File: src/verilog/ao_periph_config.svh
/* Always-on peripheral subsystem configuration
   Bus widths, fast interrupt count and block address map */

`ifndef AO_PERIPH_CONFIG_SVH
`define AO_PERIPH_CONFIG_SVH

`define AO_ADDR_W 32
`define AO_DATA_W 32
`define AO_REG_ADDR_W 8

`define AO_NUM_FAST_INTR 15

// Address bits 11 to 8 pick the block
`define AO_BLK_LSB 8
`define AO_BLK_W 4

`define AO_SOC_CTRL_BASE 32'h0000_0000
`define AO_FAST_INTR_BASE 32'h0000_0100
`define AO_TIMER_BASE 32'h0000_0200

`endif

File: src/verilog/obi_pkg.sv
/* OBI bus types
   Request and response structs of the subsystem slave port */

`include "ao_periph_config.svh"

package obi_pkg;

  typedef logic [`AO_ADDR_W-1:0] obi_addr_t;
  typedef logic [`AO_DATA_W-1:0] obi_data_t;
  typedef logic [`AO_DATA_W/8-1:0] obi_be_t;

  typedef struct packed {
    logic      req;
    logic      we;
    obi_be_t   be;
    obi_addr_t addr;
    obi_data_t wdata;
  } obi_req_t;

  typedef struct packed {
    logic      gnt;
    logic      rvalid;
    obi_data_t rdata;
    logic      err;
  } obi_resp_t;

endpackage

File: src/verilog/reg_pkg.sv
/* Register bus types
   Request/response structs, decode and bridge enums, strobe merge helper */

`include "ao_periph_config.svh"

package reg_pkg;

  typedef logic [`AO_REG_ADDR_W-1:0] reg_addr_t;
  typedef logic [`AO_DATA_W-1:0] reg_data_t;
  typedef logic [`AO_DATA_W/8-1:0] reg_strb_t;
  typedef logic [`AO_BLK_W-1:0] reg_blk_t;
  typedef logic [`AO_NUM_FAST_INTR-1:0] fast_intr_t;

  typedef struct packed {
    logic      valid;
    logic      write;
    reg_addr_t addr;
    reg_data_t wdata;
    reg_strb_t wstrb;
  } reg_req_t;

  // No ready since every access completes in its cycle
  typedef struct packed {
    reg_data_t rdata;
    logic      error;
  } reg_rsp_t;

  typedef enum logic [1:0] {
    SOC_CTRL,
    FAST_INTR,
    TIMER,
    NONE
  } periph_idx_e;

  typedef enum logic {
    IDLE,
    RESP
  } bridge_state_e;

  // Byte-wise update of a register word
  function automatic reg_data_t merge_wstrb(reg_data_t cur, reg_data_t wdata, reg_strb_t wstrb);
    reg_data_t res;
    res = cur;
    for (int i = 0; i < $bits(reg_strb_t); i++) begin
      if (wstrb[i]) begin
        res[8*i+:8] = wdata[8*i+:8];
      end
    end
    return res;
  endfunction

endpackage

File: src/verilog/obi_to_reg.sv
/* OBI to register bus bridge
   Grants at once, forwards a one-cycle access, returns data with rvalid */

`include "ao_periph_config.svh"

module obi_to_reg (
  input  logic               clk_i,
  input  logic               rst_n_i,
  input  obi_pkg::obi_req_t  obi_req_i,
  output obi_pkg::obi_resp_t obi_resp_o,
  output reg_pkg::reg_req_t  reg_req_o,
  input  reg_pkg::reg_rsp_t  reg_rsp_i
);

  import reg_pkg::*;

  bridge_state_e state_q;
  bridge_state_e state_d;
  reg_data_t     rdata_q;
  logic          err_q;

  always_comb begin
    reg_req_o.valid = obi_req_i.req;
    reg_req_o.write = obi_req_i.we;
    reg_req_o.addr  = obi_req_i.addr[`AO_REG_ADDR_W-1:0];
    reg_req_o.wdata = obi_req_i.wdata;
    reg_req_o.wstrb = obi_req_i.be;
  end

  // A grant in RESP keeps the bridge in RESP for the overlapped transfer
  assign state_d = obi_req_i.req ? RESP : IDLE;

  always_ff @(posedge clk_i or negedge rst_n_i) begin
    if (!rst_n_i) begin
      state_q <= IDLE;
    end else begin
      state_q <= state_d;
    end
  end

  always_ff @(posedge clk_i) begin
    if (obi_req_i.req) begin
      rdata_q <= reg_rsp_i.rdata;
      err_q   <= reg_rsp_i.error;
    end
  end

  always_comb begin
    obi_resp_o.gnt    = obi_req_i.req;
    obi_resp_o.rvalid = (state_q == RESP);
    obi_resp_o.rdata  = rdata_q;
    obi_resp_o.err    = err_q;
  end

endmodule

File: src/verilog/reg_xbar.sv
/* Register bus crossbar
   Decodes the block field and steers the access to one peripheral */

`include "ao_periph_config.svh"

module reg_xbar (
  input  reg_pkg::reg_req_t in_req_i,
  output reg_pkg::reg_rsp_t in_rsp_o,
  input  reg_pkg::reg_blk_t addr_blk_i,
  output reg_pkg::reg_req_t soc_req_o,
  output reg_pkg::reg_req_t fast_req_o,
  output reg_pkg::reg_req_t tmr_req_o,
  input  reg_pkg::reg_rsp_t soc_rsp_i,
  input  reg_pkg::reg_rsp_t fast_rsp_i,
  input  reg_pkg::reg_rsp_t tmr_rsp_i
);

  import reg_pkg::*;

  localparam reg_blk_t SOC_BLK = reg_blk_t'(`AO_SOC_CTRL_BASE >> `AO_BLK_LSB);
  localparam reg_blk_t FAST_BLK = reg_blk_t'(`AO_FAST_INTR_BASE >> `AO_BLK_LSB);
  localparam reg_blk_t TMR_BLK = reg_blk_t'(`AO_TIMER_BASE >> `AO_BLK_LSB);

  periph_idx_e sel;

  always_comb begin
    case (addr_blk_i)
      SOC_BLK:  sel = SOC_CTRL;
      FAST_BLK: sel = FAST_INTR;
      TMR_BLK:  sel = TIMER;
      default:  sel = NONE;
    endcase
  end

  // Only the selected port sees valid
  always_comb begin
    soc_req_o        = in_req_i;
    fast_req_o       = in_req_i;
    tmr_req_o        = in_req_i;
    soc_req_o.valid  = in_req_i.valid && (sel == SOC_CTRL);
    fast_req_o.valid = in_req_i.valid && (sel == FAST_INTR);
    tmr_req_o.valid  = in_req_i.valid && (sel == TIMER);
  end

  always_comb begin
    case (sel)
      SOC_CTRL:  in_rsp_o = soc_rsp_i;
      FAST_INTR: in_rsp_o = fast_rsp_i;
      TIMER:     in_rsp_o = tmr_rsp_i;
      default: begin
        in_rsp_o.rdata = '0;
        in_rsp_o.error = 1'b1;
      end
    endcase
  end

endmodule

File: src/verilog/soc_ctrl.sv
/* SoC control block
   Boot-select readback, exit value and sticky exit flag */

module soc_ctrl (
  input  logic               clk_i,
  input  logic               rst_n_i,
  input  reg_pkg::reg_req_t  reg_req_i,
  output reg_pkg::reg_rsp_t  reg_rsp_o,
  input  logic               boot_select_i,
  output logic               exit_valid_o,
  output obi_pkg::obi_data_t exit_value_o
);

  import reg_pkg::*;

  localparam reg_addr_t EXIT_VALID_OFS = 8'h00;
  localparam reg_addr_t EXIT_VALUE_OFS = 8'h04;
  localparam reg_addr_t BOOT_SELECT_OFS = 8'h08;

  logic      wr_en;
  logic      exit_valid_q;
  reg_data_t exit_value_q;

  assign wr_en = reg_req_i.valid & reg_req_i.write;

  always_ff @(posedge clk_i or negedge rst_n_i) begin
    if (!rst_n_i) begin
      exit_valid_q <= 1'b0;
      exit_value_q <= '0;
    end else if (wr_en) begin
      case (reg_req_i.addr)
        // Once set, stays set until reset
        EXIT_VALID_OFS: begin
          if (reg_req_i.wstrb[0] && reg_req_i.wdata[0]) begin
            exit_valid_q <= 1'b1;
          end
        end
        EXIT_VALUE_OFS: begin
          exit_value_q <= merge_wstrb(exit_value_q, reg_req_i.wdata, reg_req_i.wstrb);
        end
        default: ;
      endcase
    end
  end

  always_comb begin
    reg_rsp_o.rdata = '0;
    reg_rsp_o.error = 1'b0;
    case (reg_req_i.addr)
      EXIT_VALID_OFS:  reg_rsp_o.rdata = reg_data_t'(exit_valid_q);
      EXIT_VALUE_OFS:  reg_rsp_o.rdata = exit_value_q;
      BOOT_SELECT_OFS: reg_rsp_o.rdata = reg_data_t'(boot_select_i);
      default:         reg_rsp_o.error = 1'b1;
    endcase
  end

  assign exit_valid_o = exit_valid_q;
  assign exit_value_o = exit_value_q;

endmodule

File: src/verilog/fast_intr_ctrl.sv
/* Fast interrupt controller
   Latches fast interrupt lines, masks them and clears by write-one */

module fast_intr_ctrl (
  input  logic                clk_i,
  input  logic                rst_n_i,
  input  reg_pkg::reg_req_t   reg_req_i,
  output reg_pkg::reg_rsp_t   reg_rsp_o,
  input  reg_pkg::fast_intr_t fast_intr_i,
  output reg_pkg::fast_intr_t fast_intr_o
);

  import reg_pkg::*;

  localparam reg_addr_t PENDING_OFS = 8'h00;
  localparam reg_addr_t CLEAR_OFS = 8'h04;
  localparam reg_addr_t ENABLE_OFS = 8'h08;

  logic       wr_en;
  fast_intr_t clear_mask;
  fast_intr_t pending_q;
  fast_intr_t enable_q;
  fast_intr_t intr_q;

  assign wr_en = reg_req_i.valid & reg_req_i.write;
  assign clear_mask = (wr_en && reg_req_i.addr == CLEAR_OFS) ?
                      fast_intr_t'(reg_req_i.wdata) : '0;

  always_ff @(posedge clk_i or negedge rst_n_i) begin
    if (!rst_n_i) begin
      pending_q <= '0;
      enable_q  <= '0;
      intr_q    <= '0;
    end else begin
      // New set beats a clear in the same cycle
      pending_q <= (pending_q & ~clear_mask) | fast_intr_i;
      intr_q    <= pending_q & enable_q;
      if (wr_en && reg_req_i.addr == ENABLE_OFS) begin
        enable_q <= fast_intr_t'(merge_wstrb(reg_data_t'(enable_q), reg_req_i.wdata,
                                             reg_req_i.wstrb));
      end
    end
  end

  always_comb begin
    reg_rsp_o.rdata = '0;
    reg_rsp_o.error = 1'b0;
    case (reg_req_i.addr)
      PENDING_OFS: reg_rsp_o.rdata = reg_data_t'(pending_q);
      CLEAR_OFS:   reg_rsp_o.rdata = '0;
      ENABLE_OFS:  reg_rsp_o.rdata = reg_data_t'(enable_q);
      default:     reg_rsp_o.error = 1'b1;
    endcase
  end

  assign fast_intr_o = intr_q;

endmodule

File: src/verilog/ao_timer.sv
/* Always-on timer
   Free-running counter with two compare interrupts */

module ao_timer (
  input  logic              clk_i,
  input  logic              rst_n_i,
  input  reg_pkg::reg_req_t reg_req_i,
  output reg_pkg::reg_rsp_t reg_rsp_o,
  output logic              timer_0_intr_o,
  output logic              timer_1_intr_o
);

  import reg_pkg::*;

  localparam reg_addr_t MTIME_OFS = 8'h00;
  localparam reg_addr_t CTRL_OFS = 8'h04;
  localparam reg_addr_t CMP0_OFS = 8'h08;
  localparam reg_addr_t CMP1_OFS = 8'h0C;

  logic      wr_en;
  logic      enable_q;
  reg_data_t mtime_q;
  reg_data_t mtime_d;
  reg_data_t cmp0_q;
  reg_data_t cmp1_q;
  logic      intr0_q;
  logic      intr1_q;

  assign wr_en = reg_req_i.valid & reg_req_i.write;

  // Software write takes priority over counting
  always_comb begin
    mtime_d = mtime_q;
    if (wr_en && reg_req_i.addr == MTIME_OFS) begin
      mtime_d = merge_wstrb(mtime_q, reg_req_i.wdata, reg_req_i.wstrb);
    end else if (enable_q) begin
      mtime_d = mtime_q + reg_data_t'(1);
    end
  end

  always_ff @(posedge clk_i or negedge rst_n_i) begin
    if (!rst_n_i) begin
      mtime_q  <= '0;
      enable_q <= 1'b0;
      cmp0_q   <= '1;
      cmp1_q   <= '1;
      intr0_q  <= 1'b0;
      intr1_q  <= 1'b0;
    end else begin
      mtime_q <= mtime_d;
      intr0_q <= (mtime_q >= cmp0_q);
      intr1_q <= (mtime_q >= cmp1_q);
      if (wr_en) begin
        case (reg_req_i.addr)
          CTRL_OFS: begin
            if (reg_req_i.wstrb[0]) begin
              enable_q <= reg_req_i.wdata[0];
            end
          end
          CMP0_OFS: cmp0_q <= merge_wstrb(cmp0_q, reg_req_i.wdata, reg_req_i.wstrb);
          CMP1_OFS: cmp1_q <= merge_wstrb(cmp1_q, reg_req_i.wdata, reg_req_i.wstrb);
          default: ;
        endcase
      end
    end
  end

  always_comb begin
    reg_rsp_o.rdata = '0;
    reg_rsp_o.error = 1'b0;
    case (reg_req_i.addr)
      MTIME_OFS: reg_rsp_o.rdata = mtime_q;
      CTRL_OFS:  reg_rsp_o.rdata = reg_data_t'(enable_q);
      CMP0_OFS:  reg_rsp_o.rdata = cmp0_q;
      CMP1_OFS:  reg_rsp_o.rdata = cmp1_q;
      default:   reg_rsp_o.error = 1'b1;
    endcase
  end

  assign timer_0_intr_o = intr0_q;
  assign timer_1_intr_o = intr1_q;

endmodule

File: src/verilog/ao_peripheral_subsystem.sv
/* Always-on peripheral subsystem top
   OBI bridge, register crossbar, SoC control, fast interrupts and timer */

`include "ao_periph_config.svh"

module ao_peripheral_subsystem (
  input  logic                clk_i,
  input  logic                rst_n_i,

  input  obi_pkg::obi_req_t   slave_req_i,
  output obi_pkg::obi_resp_t  slave_resp_o,

  // SoC control
  input  logic                boot_select_i,
  output logic                exit_valid_o,
  output obi_pkg::obi_data_t  exit_value_o,

  // Fast interrupts
  input  reg_pkg::fast_intr_t fast_intr_i,
  output reg_pkg::fast_intr_t fast_intr_o,

  // Timer
  output logic                rv_timer_0_intr_o,
  output logic                rv_timer_1_intr_o
);

  import reg_pkg::*;

  reg_req_t periph_req;
  reg_rsp_t periph_rsp;

  reg_req_t soc_req;
  reg_rsp_t soc_rsp;
  reg_req_t fast_req;
  reg_rsp_t fast_rsp;
  reg_req_t tmr_req;
  reg_rsp_t tmr_rsp;

  obi_to_reg obi_to_reg_i (
    .clk_i,
    .rst_n_i,
    .obi_req_i (slave_req_i),
    .obi_resp_o(slave_resp_o),
    .reg_req_o (periph_req),
    .reg_rsp_i (periph_rsp)
  );

  // Bridge forwards in the same cycle, so the block field comes straight off the OBI address
  reg_xbar reg_xbar_i (
    .in_req_i  (periph_req),
    .in_rsp_o  (periph_rsp),
    .addr_blk_i(slave_req_i.addr[`AO_BLK_LSB+:`AO_BLK_W]),
    .soc_req_o (soc_req),
    .fast_req_o(fast_req),
    .tmr_req_o (tmr_req),
    .soc_rsp_i (soc_rsp),
    .fast_rsp_i(fast_rsp),
    .tmr_rsp_i (tmr_rsp)
  );

  soc_ctrl soc_ctrl_i (
    .clk_i,
    .rst_n_i,
    .reg_req_i(soc_req),
    .reg_rsp_o(soc_rsp),
    .boot_select_i,
    .exit_valid_o,
    .exit_value_o
  );

  fast_intr_ctrl fast_intr_ctrl_i (
    .clk_i,
    .rst_n_i,
    .reg_req_i(fast_req),
    .reg_rsp_o(fast_rsp),
    .fast_intr_i,
    .fast_intr_o
  );

  ao_timer ao_timer_i (
    .clk_i,
    .rst_n_i,
    .reg_req_i     (tmr_req),
    .reg_rsp_o     (tmr_rsp),
    .timer_0_intr_o(rv_timer_0_intr_o),
    .timer_1_intr_o(rv_timer_1_intr_o)
  );

endmodule

File: config.mk
export PLATFORM = sky130hd
export DESIGN_NAME = ao_peripheral_subsystem
export DESIGN_NICKNAME = d
export VERILOG_FILES = /design/src/verilog/obi_pkg.sv /design/src/verilog/reg_pkg.sv /design/src/verilog/obi_to_reg.sv /design/src/verilog/reg_xbar.sv /design/src/verilog/soc_ctrl.sv /design/src/verilog/fast_intr_ctrl.sv /design/src/verilog/ao_timer.sv /design/src/verilog/ao_peripheral_subsystem.sv
export VERILOG_INCLUDE_DIRS = /design/src /design/src/verilog
export SDC_FILE = /design/constraint.sdc
export NUM_CORES = 1
export LEC_CHECK = 0
export BUFFER_PORTS_ARGS = -buffer_cell sky130_fd_sc_hd__buf_2
export CORE_ASPECT_RATIO = 1.1
export CORE_MARGIN = 2
export CORE_UTILIZATION = 55
export DETAILED_ROUTE_END_ITERATION = 8
export PLACE_DENSITY = 0.78
export SLEW_MARGIN = 20
export SYNTH_ARGS = -nofsm -noshare
export SYNTH_HDL_FRONTEND = slang
export SYNTH_SLANG_ARGS = --single-unit
File: constraint.sdc
create_clock -name clk_i -period 2.3 [get_ports clk_i]
set_input_delay 0.46 -clock clk_i [delete_from_list [all_inputs] [get_ports clk_i]]
set_output_delay 0.46 -clock clk_i [all_outputs]
set_load 0.005 [all_outputs]
# [Word level (Yosys, flattened, before mapping)]
# Index checks and enable logic that the tools add are counted.
[word_totals] reg_bits=211 in_bits=88
[op_classes] addsub=1 n_lt_le_gt_ge=2 n_eq_ne=11 mux=15 bitwise_logic=7 n_reduce_logical=33
[ops] cell="one-hot mux 32 bit (4 select lines)" n=1
[ops] cell="one-hot mux 33 bit (3 select lines)" n=1
[ops] cell="one-hot mux 32 bit (3 select lines)" n=1
[ops] cell=">= comparator 32 bit" n=2
[ops] cell="2-to-1 mux 32 bit" n=2
[ops] cell="AND reduction 3 bit" n=14
[ops] cell="adder 32 x 1 -> 32 bit, second input constant" n=1
[ops] cell="2-to-1 mux 8 bit" n=4
[ops] cell="AND 15 bit" n=2
[ops] cell="one-hot mux 15 bit (2 select lines)" n=1
[ops] cell="== test 8 x 4 -> 1 bit, second input constant" n=2
[ops] cell="2-to-1 mux 15 bit" n=1
[ops] cell="NOT 15 bit" n=1
[ops] cell="OR 15 bit" n=1
[ops] cell="AND reduction 2 bit" n=6
[ops] cell="== test 8 x 3 -> 1 bit, second input constant" n=1
[ops] cell="zero test 8 bit" n=1
[ops] cell="!= test 2 bit, second input constant" n=4
[ops] cell="logical AND 1 bit" n=7
[ops] cell="one-hot mux 2 bit (3 select lines)" n=1
[ops] cell="== test 4 x 1 -> 1 bit, second input constant" n=1
[ops] cell="== test 4 x 2 -> 1 bit, second input constant" n=1
[ops] cell="zero test 4 bit" n=1
[ops] cell="OR reduction 4 bit" n=1
[ops] cell="7 further kinds" n=11

# [Longest topological paths before layout]
# Gate-level depths: netlist of run 1.
[logic_depth] word_depth=10 depth_mapped=8 mapped_depth_nobuf=8

# [Modules after synthesis]
# A second synthesis of run 1 with hierarchy kept.
[unflattened] cells_unflattened=1329 area_unflattened_um2=13993.4
[modules_own_cells] module="ao_timer" instances=1 cells_each=735 area_each_um2=6975.4
[modules_own_cells] module="fast_intr_ctrl" instances=1 cells_each=173 area_each_um2=2078.2
[modules_own_cells] module="reg_xbar" instances=1 cells_each=219 area_each_um2=1956.9
[modules_own_cells] module="soc_ctrl" instances=1 cells_each=119 area_each_um2=1599.0
[modules_own_cells] module="obi_to_reg" instances=1 cells_each=83 area_each_um2=1383.8

# [Least setup slack after synthesis of run 1]
# No wires, ideal clock.
[synth_path] kind="input -> register" start="input port slave_req_i[37] (netlist bit)" end="register soc_ctrl_i.exit_value_q[0] (netlist: soc_ctrl_i.exit_value_o[0])" setup_ns=0.125 arrival_time_ns=1.863 required_ns=2.175 path_slack_ns=0.312 stages=6 n_path_buf=1 cell_sequence="nor2_1 and3_1 buf_2 nand2_1 nor3_2 mux2_2"
[synth_via] elab_chain_cells=2
[synth_lines] item="start: declaration" line_no="ao_peripheral_subsystem.sv:10" text="input obi_pkg::obi_req_t slave_req_i,"
[synth_lines] item="== test 8 x 3 -> 1 bit" line_no="soc_ctrl.sv:31" text="case (reg_req_i.addr)"
[synth_lines] item="AND reduction 3 bit (no line)"
[synth_lines] item="end signal: assignment" line_no="soc_ctrl.sv:39" text="exit_value_q <= merge_wstrb(exit_value_q, reg_req_i.wdata, reg_req_i.wstrb);"
[synth_lines] item="end: declaration" line_no="soc_ctrl.sv:22" text="reg_data_t exit_value_q;"
# Every way passes these cells.
# A chain may end at the register's enable or synchronous reset.

# [Worst setup path in the final report of run 1]
[layout_path] start="register ao_timer_i.cmp0_q[10]" end="register ao_timer_i.intr0_q (netlist: ao_timer_i.timer_0_intr_o)"
[layout_via] elab_chain_cells=1
[layout_lines] item="start: declaration" line_no="ao_timer.sv:24" text="reg_data_t cmp0_q;"
[layout_lines] item="start signal: assignment" line_no="ao_timer.sv:60" text="CMP0_OFS: cmp0_q <= merge_wstrb(cmp0_q, reg_req_i.wdata, reg_req_i.wstrb);"
[layout_lines] item=">= comparator 32 bit" line_no="ao_timer.sv:51" text="intr0_q <= (mtime_q >= cmp0_q);"
[layout_lines] item="end signal: assignment" line_no="ao_timer.sv:51"
[layout_lines] item="end: declaration" line_no="ao_timer.sv:26" text="logic intr0_q;"
# Every way passes these cells.

==> impl_metrics.json, run 1 <==
{
  "synth_area_um2": 11200,
  "antenna_cells": 0,
  "p_leak_nw": 6.70,
  "io_buffers": 152,
  "setup_tns_ns": 0,
  "dp.final_hpwl_um": 21600,
  "synth_area_leaders": "dfrtp_1 (26%), dfstp_2 (15%), edfxtp_1 (8.9%)",
  "synth_top_area_share_pct": 25.5,
  "coreArea_um2": 19900,
  "cap_violations": 0,
  "holdWs_ns": 0.102,
  "synth_edf_count": 33,
  "clk_pin_slew_worst_paths_ns": 0.06,
  "dieWidth_um": 140,
  "clkSinkCount": 211,
  "ys_async_sr_fraction_pct": 84.4,
  "multiInputGateArea_um2": 5190,
  "antenna_found_initial": 1,
  "wl_per_cell_um": 19.6,
  "firstDrtPassIters": 5,
  "cts_tree": "yes",
  "placed_area_um2": 12600,
  "yosysSeqAreaShare_pct": 49.5,
  "grt_max_degree": 52,
  "slowest_delay_ns": 0.53,
  "die_height_um": 153,
  "synth_top_area_cell": "dfrtp_1",
  "critPathLaunchType": "flip-flop",
  "finalHoldViolCount": 0,
  "fin_nets": 1410,
  "fmax_mhz": 449,
  "grt-ovfl-total": 0,
  "worst_setup_path_end_kind": "flip-flop",
  "vias": 9132,
  "synthFlopType": "dfrtp_1",
  "cp_max_fo": 3,
  "grt_pass1_wl_um": 48500,
  "root_buffer": "clkbuf_16",
  "num_rows": 54,
  "worstMarginPinSlew_ns": 0.592,
  "cp.required_ns": 2.72,
  "status": "completed",
  "ant_nets": 0,
  "n_fill_cell": 1524,
  "seq_area_um2": 5530,
  "cp_slowest_cell": "dfstp_2",
  "drt_iter0_markers": 617,
  "hold_class": "in -> reg",
  "synth_warnings": 0,
  "grt_usage_pct": 27.9,
  "area_growth_pct": 20.6,
  "critPathKind": "reg -> reg",
  "clockBufferDepth": 3,
  "io_pins": 173,
  "powerDensity_nw_per_um2": 608,
  "finClkSkew_ns": 0.0248,
  "layout_min_cycle_time_ns": 2.22,
  "die_area_um2": 21500,
  "path_cells": "inv_1 > ha_1 > nand4_1 > nor2_1 > nand2_1 > o211ai_1 > a211oi_2 > buf_4 > o31ai_1",
  "gp_congestion": 0.926,
  "ir_worst_vdd_v": 0.000681,
  "cts_buffers": 24,
  "worst_skew_pair.late_latency_ns": 0.53,
  "layout-drive-gt1-share_pct": 32.5,
  "final_cell_area_um2": 13500,
  "routed_wirelength_um": 29900,
  "finalSetupViolCount": 0,
  "critical_path_arrival_ns": 2.64,
  "netlist_instances": 1057,
  "htree_levels": 1,
  "synth_nets": 1210,
  "floorplan.initialDensity_pct": 56.2,
  "via_per_inst": 5.98,
  "synth.avg_cell_area_um2": 10.6,
  "grt_pass1_vias": 9358,
  "fin_crit_sh_pct": 96.7,
  "synth-seq-cells": 211,
  "route.detailed.drc": 0,
  "synth_cell_types": 69,
  "slew_headroom_pct": 60.1,
  "final_max_slew_viol_count": 0
}
## layout by cell type, fill, tap and decap left out, drive strengths merged, types with 6 or more instances in the layout
| master | count |
|---|---|
| a22o | 17 |
| nand2 | 129 |
| dfrtp | 114 |
| buf | 218 |
| nand3 | 23 |
| mux2 | 57 |
| nand4 | 20 |
| inv | 70 |
| and4 | 7 |
| nor2 | 42 |
| ha | 65 |
| mux2i | 35 |
| dfstp | 64 |
| and3 | 15 |
| and2 | 19 |
| a21oi | 32 |
| a311oi | 11 |
| nor3 | 12 |
| a21o | 28 |
| a22oi | 31 |
| edfxtp | 33 |
| a211oi | 18 |
| clkinv | 6 |
| clkbuf | 33 |
| o21ai | 114 |
## sequential cells by signal, indices dropped and copies added, names as in the netlist, 15 cells and up
| name | cells |
|---|---|
| fast_intr_ctrl_i.fast_intr_o | 15 |
| ao_timer_i.cmp0_q | 32 |
| fast_intr_ctrl_i.enable_q | 15 |
| fast_intr_ctrl_i.pending_q | 15 |
| ao_timer_i.mtime_q | 32 |
| obi_to_reg_i.rdata_q | 32 |
| ao_timer_i.cmp1_q | 32 |
| soc_ctrl_i.exit_value_o | 32 |
## final timing paths
path,from,endpoint,slack [ns],depth (start not counted)
max in group asynchronous,rst_n_i,ao_timer_i.cmp0_q[14]$_DFFE_PN1P_,1.13,3
setup reg to reg,ao_timer_i.cmp0_q[10]$_DFFE_PN1P_,ao_timer_i.timer_0_intr_o$_DFF_PN0_,0.08,9
setup / recovery,ao_timer_i.cmp0_q[10]$_DFFE_PN1P_,ao_timer_i.timer_0_intr_o$_DFF_PN0_,0.08,9
hold reg to reg,fast_intr_ctrl_i.enable_q[6]$_DFFE_PN0P_,fast_intr_ctrl_i.fast_intr_o[6]$_DFF_PN0_,0.49,1
min in group asynchronous,rst_n_i,fast_intr_ctrl_i.fast_intr_o[1]$_DFF_PN0_,0.44,2
hold / removal,fast_intr_i[14],fast_intr_ctrl_i.pending_q[14]$_DFF_PN0_,0.10,2
## per-stage QoR
step                      cells  setup slack, ns  power (W)  utilization (%)
after floorplan            1057            0.312    0.00403                -
after global placement     1482           0.0218    0.00430             63.6
after detailed placement   1482          -0.0697    0.00430             63.6
after CTS                  1527          0.00684    0.00823             67.8
after global routing       1527        -0.000552    0.00843             67.8
final                      1527           0.0753    0.00819             67.8
## worst max-delay path: cells and delay by family, from the launching register on
family,cells,cell delay (ns)
buffers and inverters,2,0.20
flip-flops,1,0.53
AO/OA/AOI/OAI,3,0.61
adder cells (fa/ha/maj),1,0.31
AND/OR/NAND/NOR,3,0.47
## cell families (layout without fill, tap and decap cells)
logic type | count (synthesis) | count (layout) | share of synthesized area, %
muxes | 93 | 93 | 9.09
DFF | 211 | 211 | 49.5
AOI/OAI and AO/OA | 286 | 286 | 16.6
and+or+nand+nor | 287 | 287 | 13.2
adders and majority gates | 65 | 65 | 7.28
buffers and inverters | 115 | 333 | 4.26
## routing by layer
layer | wire length [µm] | vias up | track usage [%]
li1 | - | 4264 | -
met1 | 12200 | 4506 | 35.9
met2 | 15000 | 291 | 47.7
met3 | 1670 | 69 | 4.45
met4 | 961 | 2 | 10.3
met5 | 10 | - | 0
## power breakdown
part,internal [W],switching (W),leakage (nW)
combinational,0.000138,0.000266,3.81
sequential,0.00383,0.0000111,2.49
clock,0.00242,0.00153,0.391
## cell usage after synthesis, types with 4 or more instances
cell and n:
and2_1 17, o221a_2 4, edfxtp_1 33, and3_1 13
or3_1 4, a311oi_1 10, dfstp_2 64, a21oi_1 30
a211oi_1 17, buf_4 5, dfrtp_1 114, o21ai_0 113
nor3_1 6, clkbuf_1 24, o22ai_1 5, a22o_1 17
a21o_1 28, nand2_1 129, nor3_2 6, a22oi_1 31
buf_2 14, mux2_2 57, nand3_1 21, nor2_1 40
o211ai_1 4, ha_1 65, nand4_1 18, mux2i_1 35
inv_1 70
## area by class of cell
cell class | instances | area share, %
inverters | 70 | 1.95
flip-flops and latches | 211 | 41.0
clock inverters | 11 | 1.26
repair buffers | 219 | 10.1
well taps | 252 | 2.34
clock buffers | 33 | 4.78
multi-input cells | 731 | 38.5
## what timing repair did
item                                    CTS  global route
hold endpoints to repair                 28             0
pin swaps                                 0             3
hold buffers                              1             0
resized for setup                         2             4
setup buffers                             0             0
endpoints found under the setup margin    1             2
No activity file was read; power rests on OpenSTA's default activity.
==> inputs of run 2 (changes only) <==
--- a/config.mk
+++ b/config.mk
@@ -11,8 +11,9 @@
 export CORE_MARGIN = 2
 export CORE_UTILIZATION = 55
 export DETAILED_ROUTE_END_ITERATION = 8
-export PLACE_DENSITY = 0.78
+export PLACE_DENSITY = 0.76
 export SLEW_MARGIN = 20
 export SYNTH_ARGS = -nofsm -noshare
 export SYNTH_HDL_FRONTEND = slang
+export SYNTH_HIERARCHICAL = 1
 export SYNTH_SLANG_ARGS = --single-unit
==> impl_metrics.json, run 2 <==
{
  "grt_usage_pct": 26.1,
  "ant_nets": 0,
  "io_pins": 173,
  "finClkSkew_ns": 0.0200,
  "cp_max_fo": 3,
  "coreArea_um2": 24600,
  "critical_path.top_delay_family": "compound AO/OA/AOI/OAI gates",
  "root_buffer": "clkbuf_16",
  "synth.avg_cell_area_um2": 10.6,
  "dp.final_hpwl_um": 25800,
  "layout.cells.most_common": "buf_2",
  "fin_crit_sh_pct": 97.4,
  "n_fill_cell": 1949,
  "die_area_um2": 26500,
  "fin_ws_ns": 0.0607,
  "io_buffers": 152,
  "dp_slack_ns": -0.0904,
  "path_cells": "inv_1 > ha_1 > a21oi_1 > o21ai_0 > a221o_1 > a2111oi_0 > o21ai_1",
  "layout-drive-gt1-share_pct": 36.0,
  "floorplan.initialDensity_pct": 56.3,
  "netlist_instances": 1310,
  "final_cells": 1665,
  "synth_area_um2": 13900,
  "clockBufferDepth": 3,
  "path_buf_inv": 1,
  "cts_buffers": 23,
  "via_per_inst": 6.06,
  "p_leak_nw": 6.83,
  "ir_worst_vdd_v": 0.000509,
  "grt_pass1_vias": 9843,
  "critPathKind": "reg -> reg",
  "finalHoldViolCount": 0,
  "cts_setup_buffers": 0,
  "wl_per_cell_um": 20.9,
  "powerDensity_nw_per_um2": 601,
  "critPathLaunchType": "flip-flop",
  "holdWs_ns": 0.112,
  "final_util_pct": 60.2,
  "clk_pin_slew_worst_paths_ns": 0.06,
  "critical_path_arrival_ns": 2.61,
  "area_growth_pct": 7.09,
  "rsz0062_at_grt": "false",
  "layout_min_cycle_time_ns": 2.24,
  "cap_violations": 0,
  "fin_nets": 1490,
  "mostFrequentLayoutCells": "buf_2 (150), dfrtp_1 (114), mux2_2 (108)",
  "status": "completed",
  "slew_headroom_pct": 61.3,
  "routed_wirelength_um": 34900,
  "dieWidth_um": 155,
  "drt_iter0_markers": 853,
  "firstDrtPassIters": 6,
  "num_rows": 60,
  "gp_congestion": 0.913,
  "worstMarginPinSlew_ns": 0.580,
  "finalSetupViolCount": 0,
  "final_max_slew_viol_count": 0,
  "route.detailed.drc": 0,
  "cts_tree": "yes",
  "fmax_mhz": 447,
  "antenna_found_initial": 1,
  "hold_class": "in -> reg",
  "slowest_delay_ns": 0.55,
  "grt-ovfl-total": 0,
  "grt_max_degree": 64,
  "synth_warnings": 6,
  "vias": 10095,
  "grt_pass1_wl_um": 54500,
  "cp.required_ns": 2.67,
  "htree_levels": 1,
  "cp_slowest_cell": "dfstp_2",
  "dp.cells": 1621,
  "worst_skew_pair.late_latency_ns": 0.52,
  "power_w": 0.00891,
  "die_height_um": 170,
  "clkSinkCount": 211,
  "worst_setup_path_end_kind": "flip-flop"
}
-- run 2: path summary, 6_finish.rpt --
kind / startpoint / end / cells past startpoint / slack, ns
max: ao_timer_i/cmp0_q[17]$_DFFE_PN1P_ / ao_timer_i/timer_0_intr_o$_DFF_PN0_ / 7 / 0.06
min: fast_intr_i[9] / fast_intr_ctrl_i/pending_q[9]$_DFF_PN0_ / 2 / 0.11
max reg2reg: ao_timer_i/cmp0_q[17]$_DFFE_PN1P_ / ao_timer_i/timer_0_intr_o$_DFF_PN0_ / 7 / 0.06
min reg2reg: fast_intr_ctrl_i/pending_q[14]$_DFF_PN0_ / fast_intr_ctrl_i/pending_q[14]$_DFF_PN0_ / 1 / 0.50
max in group asynchronous: rst_n_i / ao_timer_i/cmp1_q[15]$_DFFE_PN1P_ / 3 / 1.11
min in group asynchronous: rst_n_i / soc_ctrl_i/exit_value_o[1]$_DFFE_PN0P_ / 2 / 0.43
-- run 2: worst reg2reg max path, delay by kind of cell, from the launching register on --
kind | cells | cell delay (ns)
DFF | 1 | 0.55
adders and majority gates | 1 | 0.28
buffers and inverters | 1 | 0.05
AOI/OAI and AO/OA | 5 | 1.20
-- run 2: timing repair --
item	CTS	global route
gates cloned	0	0
setup endpoints to repair	1	2
gates resized for setup	4	6
endpoints found under the hold margin	25	0
hold buffers	1	0
pin swaps	1	0
-- run 2: cell type report --
class / count / area (µm²) / share of cell area, %
Multi-Input combinational cell: 813 / 6560 / 44.2
Clock inverter: 2 / 13.8 / 0.0928
Inverter: 68 / 255 / 1.72
Timing Repair Buffer: 220 / 1410 / 9.49
Tap cell: 310 / 388 / 2.61
Sequential cell: 211 / 5530 / 37.3
Clock buffer: 40 / 679 / 4.58
Antenna cell: 1 / 2.50 / 0.0169
-- run 2: metal layers --
metal	part of all wire (%)	global-route usage, %	vias up	wire (µm)
met1	42	35.9	4976	14700
met5	0	0	-	0
met4	3.6	9.61	0	1250
met3	7.7	3.79	90	2700
li1	-	-	4579	-
met2	47	42.2	450	16300
-- run 2: report_power, final --
| part | switching, W | total (W) | internal, W |
|---|---|---|---|
| clock | 0.00149 | 0.00348 | 0.00199 |
| combinational | 0.000791 | 0.00136 | 0.000573 |
| sequential | 0.000158 | 0.00406 | 0.00390 |
-- run 2: through the flow --
stage          area (µm²)  setup TNS (ns)
6_report            14800               0
5_1_grt             14800               0
4_1_cts             14800               0
3_5_place_dp        14100           -1.21
3_3_place_gp        14100          -0.910
2_1_floorplan       14000          -0.284
